<file path="src/rtl/vga_timing_pkg.sv">
// horizontal and vertical VGA timing constants
// counter widths for the timing generator
package vga_timing_pkg;

    // horizontal, in pixel clocks
    localparam int H_ACTIVE = 64;
    localparam int H_FRONT  = 4;
    localparam int H_SYNC   = 8;
    localparam int H_BACK   = 4;
    localparam int H_TOTAL  = 80;

    // vertical, in lines
    localparam int V_ACTIVE = 4;
    localparam int V_FRONT  = 1;
    localparam int V_SYNC   = 2;
    localparam int V_BACK   = 1;
    localparam int V_TOTAL  = 8;

    localparam int H_CNT_W  = 7;   // covers 0..H_TOTAL-1
    localparam int V_CNT_W  = 3;   // covers 0..V_TOTAL-1

endpackage

</file>
<file path="src/rtl/fb_pkg.sv">
// frame-buffer word type and SRAM address constants
// word FIFO sizing
package fb_pkg;

    localparam int WORD_W = 32;    // one-bit pixels per word, msb first

    typedef logic [WORD_W-1:0] fb_word_t;

    localparam int ADDR_W = 32;
    localparam logic [ADDR_W-1:0] FB_BASE = '0;

    // frame-buffer geometry follows the active area
    localparam int WORDS_PER_LINE = vga_timing_pkg::H_ACTIVE / WORD_W;
    localparam int FRAME_WORDS    = WORDS_PER_LINE * vga_timing_pkg::V_ACTIVE;

    // word FIFO between fetcher and serializer
    localparam int FIFO_DEPTH = 4;
    localparam int FIFO_PTR_W = 2;

endpackage

</file>
<file path="src/rtl/word_fifo_if.sv">
// word FIFO connection between fetcher, buffer and serializer
// plain strobes, no handshake
`timescale 1ns/10ps

interface word_fifo_if import fb_pkg::*; ();

    logic     push;    // write wdata this cycle
    fb_word_t wdata;
    logic     full;
    logic     empty;
    logic     pop;     // drop head word this cycle
    fb_word_t rdata;   // head word, always valid when not empty
    logic     flush;   // clears everything, wins over push/pop

    modport producer (output push, wdata, flush, input full);

    modport buffer (input push, wdata, pop, flush, output full, empty, rdata);

    modport consumer (output pop, input rdata, empty);

endinterface

</file>
<file path="src/rtl/pixel_serializer.sv">
// pixel shift register fed from the word FIFO, one pixel per clock
// syncs and display enable registered to line up with the pixel
`timescale 1ns/10ps

module pixel_serializer import vga_timing_pkg::*, fb_pkg::*; (
    input  logic               clk,
    input  logic               nrst,
    input  logic [H_CNT_W-1:0] h_count,
    input  logic               active,
    input  logic               hsync_in,
    input  logic               vsync_in,
    word_fifo_if.consumer      fifo,
    output logic               hsync,
    output logic               vsync,
    output logic               de,
    output logic               pixel,
    output logic               underrun
);

    fb_word_t shift_word;
    logic     armed;   // set at the first vsync, first frame stays blank
    logic     show;
    logic     load;

    assign show = active && armed;
    assign load = show && (h_count[$clog2(WORD_W)-1:0] == '0);   // start of a word group

    assign fifo.pop = load && !fifo.empty;

    always_ff @(posedge clk or negedge nrst) begin
        if (!nrst) begin
            armed    <= 1'b0;
            hsync    <= 1'b1;
            vsync    <= 1'b1;
            de       <= 1'b0;
            pixel    <= 1'b0;
            underrun <= 1'b0;
        end else begin
            if (!vsync_in) armed <= 1'b1;
            hsync <= hsync_in;
            vsync <= vsync_in;
            de    <= show;
            if (load) begin
                pixel <= fifo.empty ? 1'b0 : fifo.rdata[WORD_W-1];   // msb goes out first
            end else if (show) begin
                pixel <= shift_word[WORD_W-1];
            end else begin
                pixel <= 1'b0;
            end
            if (load && fifo.empty) underrun <= 1'b1;   // sticky
        end
    end

    always_ff @(posedge clk) begin
        if (load) shift_word <= fifo.empty ? '0 : (fifo.rdata << 1);
        else      shift_word <= shift_word << 1;
    end

endmodule

</file>
<file path="src/rtl/sram_fetch_ctrl.sv">
// frame-buffer fetcher that walks SRAM word addresses once per frame
// and pushes the returned words into the word FIFO
`timescale 1ns/10ps

module sram_fetch_ctrl import fb_pkg::*; (
    input  logic              clk,
    input  logic              nrst,
    input  logic              frame_start,
    output logic              sram_read,
    output logic [ADDR_W-1:0] sram_address,
    input  fb_word_t          sram_data,
    word_fifo_if.producer     fifo
);

    typedef enum logic [1:0] {
        IDLE,
        REQUEST,
        LOAD
    } state_t;

    state_t                           state;
    logic [ADDR_W-1:0]                addr;
    logic [$clog2(FRAME_WORDS+1)-1:0] req_cnt;   // words requested this frame
    logic                             more_words;

    assign more_words = (req_cnt < FRAME_WORDS);

    // one read in flight at most, stalls while the FIFO is full
    assign sram_read = (state == REQUEST) && more_words && !fifo.full && !frame_start;
    assign sram_address = addr;

    // sram_data is valid in the cycle after the read strobe
    assign fifo.push  = (state == LOAD);
    assign fifo.wdata = sram_data;
    assign fifo.flush = frame_start;   // drop leftovers of the last frame

    always_ff @(posedge clk or negedge nrst) begin
        if (!nrst) begin
            state   <= IDLE;
            addr    <= FB_BASE;
            req_cnt <= '0;
        end else if (frame_start) begin
            state   <= REQUEST;
            addr    <= FB_BASE;
            req_cnt <= '0;
        end else begin
            case (state)
                IDLE: begin
                    if (more_words) state <= REQUEST;   // walk starts at reset release
                end
                REQUEST: begin
                    if (sram_read) begin
                        state   <= LOAD;
                        req_cnt <= req_cnt + 1'b1;
                    end else if (!more_words) begin
                        state <= IDLE;
                    end
                end
                LOAD: begin
                    addr  <= addr + 1'b1;
                    state <= REQUEST;
                end
                default: state <= IDLE;
            endcase
        end
    end

    a_read_gap : assert property (@(posedge clk) disable iff (!nrst)
        sram_read |=> !sram_read);

endmodule

</file>
<file path="src/rtl/vga_fb_top.sv">
// monochrome VGA frame-buffer reader top level
// timing generator, SRAM fetcher, word FIFO and pixel serializer
`timescale 1ns/10ps

module vga_fb_top import vga_timing_pkg::*, fb_pkg::*; (
    input  logic              clk,
    input  logic              nrst,
    output logic              sram_read,
    output logic [ADDR_W-1:0] sram_address,
    input  fb_word_t          sram_data,
    output logic              hsync,
    output logic              vsync,
    output logic              de,
    output logic              pixel,
    output logic              underrun
);

    logic [H_CNT_W-1:0] h_count;
    logic               hsync_raw;   // combinational, one cycle ahead of the pins
    logic               vsync_raw;
    logic               active;
    logic               frame_start;

    word_fifo_if fifo_bus ();

    // whole-frame fetch has no use for v_count or line_start
    vga_timing_gen timing_inst (
        .clk         (clk),
        .nrst        (nrst),
        .h_count     (h_count),
        .v_count     (),
        .hsync       (hsync_raw),
        .vsync       (vsync_raw),
        .active      (active),
        .frame_start (frame_start),
        .line_start  ()
    );

    sram_fetch_ctrl fetch_inst (.clk(clk), .nrst(nrst), .frame_start(frame_start),
        .sram_read(sram_read), .sram_address(sram_address), .sram_data(sram_data),
        .fifo(fifo_bus.producer));

    word_fifo fifo_inst (.clk(clk), .nrst(nrst), .fifo(fifo_bus.buffer));

    pixel_serializer serial_inst (.clk(clk), .nrst(nrst), .h_count(h_count),
        .active(active), .hsync_in(hsync_raw), .vsync_in(vsync_raw),
        .fifo(fifo_bus.consumer), .hsync(hsync), .vsync(vsync), .de(de),
        .pixel(pixel), .underrun(underrun));

endmodule

</file>
<file path="src/rtl/vga_timing_gen.sv">
// free-running VGA h/v counters with sync, active area decode
// and frame/line start pulses
`timescale 1ns/10ps

module vga_timing_gen import vga_timing_pkg::*; (
    input  logic               clk,
    input  logic               nrst,
    output logic [H_CNT_W-1:0] h_count,
    output logic [V_CNT_W-1:0] v_count,
    output logic               hsync,
    output logic               vsync,
    output logic               active,
    output logic               frame_start,
    output logic               line_start
);

    logic line_end;

    assign line_end = (h_count == H_TOTAL - 1);

    always_ff @(posedge clk or negedge nrst) begin
        if (!nrst) begin
            h_count <= '0;
            v_count <= '0;
        end else begin
            if (line_end) begin
                h_count <= '0;
                if (v_count == V_TOTAL - 1) begin
                    v_count <= '0;
                end else begin
                    v_count <= v_count + 1'b1;
                end
            end else begin
                h_count <= h_count + 1'b1;
            end
        end
    end

    // both syncs active low
    assign hsync = !((h_count >= H_ACTIVE + H_FRONT) &&
                     (h_count <  H_ACTIVE + H_FRONT + H_SYNC));
    assign vsync = !((v_count >= V_ACTIVE + V_FRONT) &&
                     (v_count <  V_ACTIVE + V_FRONT + V_SYNC));

    assign active = (h_count < H_ACTIVE) && (v_count < V_ACTIVE);

    // first front-porch line, fetcher restarts here
    assign frame_start = (v_count == V_ACTIVE) && (h_count == 0);
    assign line_start  = (v_count <  V_ACTIVE) && (h_count == 0);

    a_h_range : assert property (@(posedge clk) disable iff (!nrst)
        h_count < H_TOTAL);

endmodule

</file>
<file path="src/rtl/word_fifo.sv">
// circular word buffer with full/empty status and one-cycle flush
`timescale 1ns/10ps

module word_fifo import fb_pkg::*; (
    input  logic        clk,
    input  logic        nrst,
    word_fifo_if.buffer fifo
);

    fb_word_t              mem [FIFO_DEPTH];
    logic [FIFO_PTR_W-1:0] wr_ptr;
    logic [FIFO_PTR_W-1:0] rd_ptr;
    logic [FIFO_PTR_W:0]   count;
    logic                  wr_en;
    logic                  rd_en;

    assign wr_en = fifo.push && !fifo.full;
    assign rd_en = fifo.pop && !fifo.empty;

    assign fifo.full  = (count == FIFO_DEPTH);
    assign fifo.empty = (count == 0);
    assign fifo.rdata = mem[rd_ptr];   // head word

    always_ff @(posedge clk or negedge nrst) begin
        if (!nrst) begin
            wr_ptr <= '0;
            rd_ptr <= '0;
            count  <= '0;
        end else if (fifo.flush) begin
            wr_ptr <= '0;
            rd_ptr <= '0;
            count  <= '0;
        end else begin
            if (wr_en) wr_ptr <= wr_ptr + 1'b1;   // wraps at depth
            if (rd_en) rd_ptr <= rd_ptr + 1'b1;
            case ({wr_en, rd_en})
                2'b10:   count <= count + 1'b1;
                2'b01:   count <= count - 1'b1;
                default: count <= count;
            endcase
        end
    end

    always_ff @(posedge clk) begin
        if (wr_en) mem[wr_ptr] <= fifo.wdata;
    end

    // producer must respect full, consumer must respect empty
    a_no_overflow : assert property (@(posedge clk) disable iff (!nrst)
        !(fifo.push && fifo.full));

    a_no_underflow : assert property (@(posedge clk) disable iff (!nrst)
        !(fifo.pop && fifo.empty));

endmodule

</file>
<file path="config.mk">
export PLATFORM = sky130hd
export DESIGN_NAME = vga_fb_top
export DESIGN_NICKNAME = d
export VERILOG_FILES = /design/src/rtl/vga_timing_pkg.sv /design/src/rtl/fb_pkg.sv /design/src/rtl/word_fifo_if.sv /design/src/rtl/pixel_serializer.sv /design/src/rtl/sram_fetch_ctrl.sv /design/src/rtl/vga_fb_top.sv /design/src/rtl/vga_timing_gen.sv /design/src/rtl/word_fifo.sv
export SDC_FILE = /design/constraint.sdc
export NUM_CORES = 1
export LEC_CHECK = 0
export ABC_AREA = 1
export BUFFER_PORTS_ARGS = -buffer_cell sky130_fd_sc_hd__buf_2
export CORE_MARGIN = 2
export CORE_UTILIZATION = 60
export CTS_CLUSTER_SIZE = 16
export DETAILED_ROUTE_END_ITERATION = 12
export GPL_TIMING_DRIVEN = 0
export PLACE_DENSITY = 0.9
export SKIP_LAST_GASP = 1
export SLEW_MARGIN = 25
export SYNTH_ARGS = -nofsm -noshare
export SYNTH_HDL_FRONTEND = slang
export SYNTH_SLANG_ARGS = --single-unit
</file>
<file path="constraint.sdc">
create_clock -name clk -period 4 [get_ports clk]
set_clock_uncertainty 0.15 [all_clocks]
set_input_delay 0.4 -clock clk [delete_from_list [all_inputs] [get_ports clk]]
set_output_delay 0.4 -clock clk [all_outputs]
set_load 0.02 [all_outputs]
</file>
==> results.cfg <==
[status]
run_status = finished clean

[synthesis]
ys_seq_area_share_pct = 63.5
synth_top_area_share_pct = 40.7
synthFlopType = edfxtp_1
synth_top_cells_by_area = edfxtp_1 (41%), dfrtp_1 (16%), dfxtp_1 (6.6%)
synth-edff-count = 128
yosysMostFrequentCell = nand2_1
ys_async_sr_fraction_pct = 27.7
syn_area_sq_mm = 0.00944
yosysWarnings = 0
synth_common_cells = nand2_1 (147), nor2_1 (141), edfxtp_1 (128), o21ai_0 (74), inv_1 (63)
synth_fp_nets = 930
synthCells = 883
synth_top_area_cell = edfxtp_1
syn-mean-instance-area_sq_um = 10.7
yosysUniqueCellTypes = 47
synth_seq_cells = 220

[global_routing]
grt_util_met2_pct = 51.1
gr-total-overflow = 0
track_usage_pct = 29.1
grt_use_met1_pct = 36.2
grt_pass1_wl_um = 37500
grt_max_degree = 62
antenna_found_initial = 0
met3_usage_pct = 5.41
grt_pass1_vias = 7377
gr-max-usage-layer = met2

[sta]
drv_slew = 0
relSlewSlack_pct = 47.3
setup-violations-final = 0
hold_viol = 0
tns_ps = 0
rsz0062_at_grt = false
whs_ps = 14.9
finalCritPeriodShare_pct = 61.1
period_minus_slack_ps = 2450
worst_slew_pin_slew_ps = 790
fmax_ghz = 0.409

[drt]
num_vias = 7502
via_per_inst = 6.05
firstDrtPassIters = 6
detail-route-antenna-nets = 0
wire_per_inst_um = 19.5
drcViolationCount = 0
drt_iter0_drc = 992
wl_um = 24200

[clock_tree]
root_buffer = clkbuf_16
cts_sinks = 220
cts_max_path_buffers = 3
cts_made_buffers = 22
ctsHtreeMaxLevel = 1
cts_tree = done
clock_latency_ps = 510
clk_pin_slew_worst_paths_ps = 70
postCtsSetupBuffers = 0

[setup_path]
rrSetupSlack_ps = 1660
criticalPathCategory = register to primary output
r2r-start = fifo_inst.count[0]
rr_worst_depth = 10
required_ps = 3450
path_max_fanout = 6
worstPathArrival_ps = 1900
startpoint_type = register
reg2reg_to = fifo_inst.count[2]
cp-end-kind = primary output

[hold_path]
holdCritPathClass = input pin to register
hold_end = fifo_inst.mem[2][29]
min-delay-start = sram_data[29]
min_path_cells = 1

[floorplan]
die_h_um = 129
fp.dieW_um = 129
initial_core_util_pct = 61.7
rows = 45
die_area_sq_mm = 0.0168
io_pins = 72
coreArea_sq_mm = 0.0153

[job]
cap_violations = 0

[pwr]
max-vdd-ir-drop_v = 0.000272
p_leak_uw = 0.00465
cellPowerDensity_mw_per_mm2 = 411

[finish]
nNetsFinal = 1061
drive_gt1_share_pct = 17.1
diodes = 0
area_growth_pct = 19.5

[placement]
globalplace.congestion = 0.958
hpwl_um = 14100
port_buffers = 71
what timing repair did:
action | 4_1_cts | 5_1_grt
hold buffers | 32 | 0
resized for setup | 0 | 0
hold endpoints to repair | 183 | 0
worst max path at each step:
stage	end	start	depth (start not counted)
final	sram_read	timing_inst.v_count[0]	8
after global placement	fifo_inst.mem[3][8]	fetch_inst.state[0]	6
after detailed placement	fifo_inst.count[2]	timing_inst.h_count[0]	13
after global routing	sram_read	timing_inst.v_count[0]	8
after CTS	sram_read	timing_inst.v_count[0]	8
after floorplan	fifo_inst.mem[0][0]	fetch_inst.state[0]	6
critical path, cell delays in order, from the launching register on:
cell	delay, ps
dfrtp_1	430
inv_1	90
ha_1	180
nand2_1	80
nor2_2	160
nand3_4	110
inv_2	120
nor2_2	60
buf_2	160
layout by cell type (no fill, tap or decap), types with 24 or more instances in the layout:
master,Yosys,layout
a22o_1,28,28
buf_2,8,78
clkbuf_16,0,24
dfrtp_1,59,59
dfxtp_1,31,31
dlygate4sd3_1,0,32
edfxtp_1,128,128
inv_1,63,63
nand2_1,147,147
nand3_1,31,31
nor2_1,141,137
o21ai_0,74,74
o22ai_1,30,30
state kept, by name (all words and copies together), names as in the netlist:
name,flops
fetch_inst.req_cnt,4
fetch_inst.sram_address,32
fetch_inst.state,2
fifo_inst.count,3
fifo_inst.mem,128
fifo_inst.rd_ptr,2
fifo_inst.wr_ptr,2
serial_inst.armed,1
serial_inst.de,1
serial_inst.hsync,1
serial_inst.pixel,1
serial_inst.shift_word,31
serial_inst.underrun,1
serial_inst.vsync,1
timing_inst.h_count,7
timing_inst.v_count,3
metal layers:
layer,up-vias,routed length [um]
li1,3302,-
met3,103,2230
met1,3592,8820
met4,0,931
met5,-,0
met2,505,12200
layout make-up:
type | instances | area (sq um)
Multi-Input combinational cell | 556 | 2940
Clock buffer | 30 | 633
Buffer | 33 | 250
Tap cell | 211 | 264
Sequential cell | 220 | 5990
Fill cell | 942 | 4030
Inverter | 74 | 288
Timing Repair Buffer | 107 | 788
Clock inverter | 10 | 130
cells by family (layout without fill, tap and decap cells):
logic type	Yosys count	after routing	share of synthesized area, %
and+or+nand+nor	372	372	17.7
DFF	220	220	63.5
AOI/OAI and AO/OA	166	166	10.9
buffers and inverters	107	254	5.70
adders and majority gates	13	13	1.80
xor gates and xnor gates	5	5	0.464
report_power, final:
group          leakage [uW]  internal [uW]  switching, uW  total (uW)
registers           0.00221           2400              0        2400
clock network      0.000374           1310            868        2170
logic               0.00207           32.5           36.6        69.1
total               0.00465           3740            904        4640
through the flow:
stage	utilization, %	total power, uW	worst slack, ps	instances	cell area (sq um)
floorplan	-	2450	1230	883	9440
global placement	65.7	2490	190	1165	10100
CTS	73.7	4630	1540	1241	11300
global route	73.7	4730	1440	1241	11300
detailed placement	66.6	2490	1800	1169	10200
finish	73.7	4640	1550	1241	11300
Power figures use the tool's default switching activity.
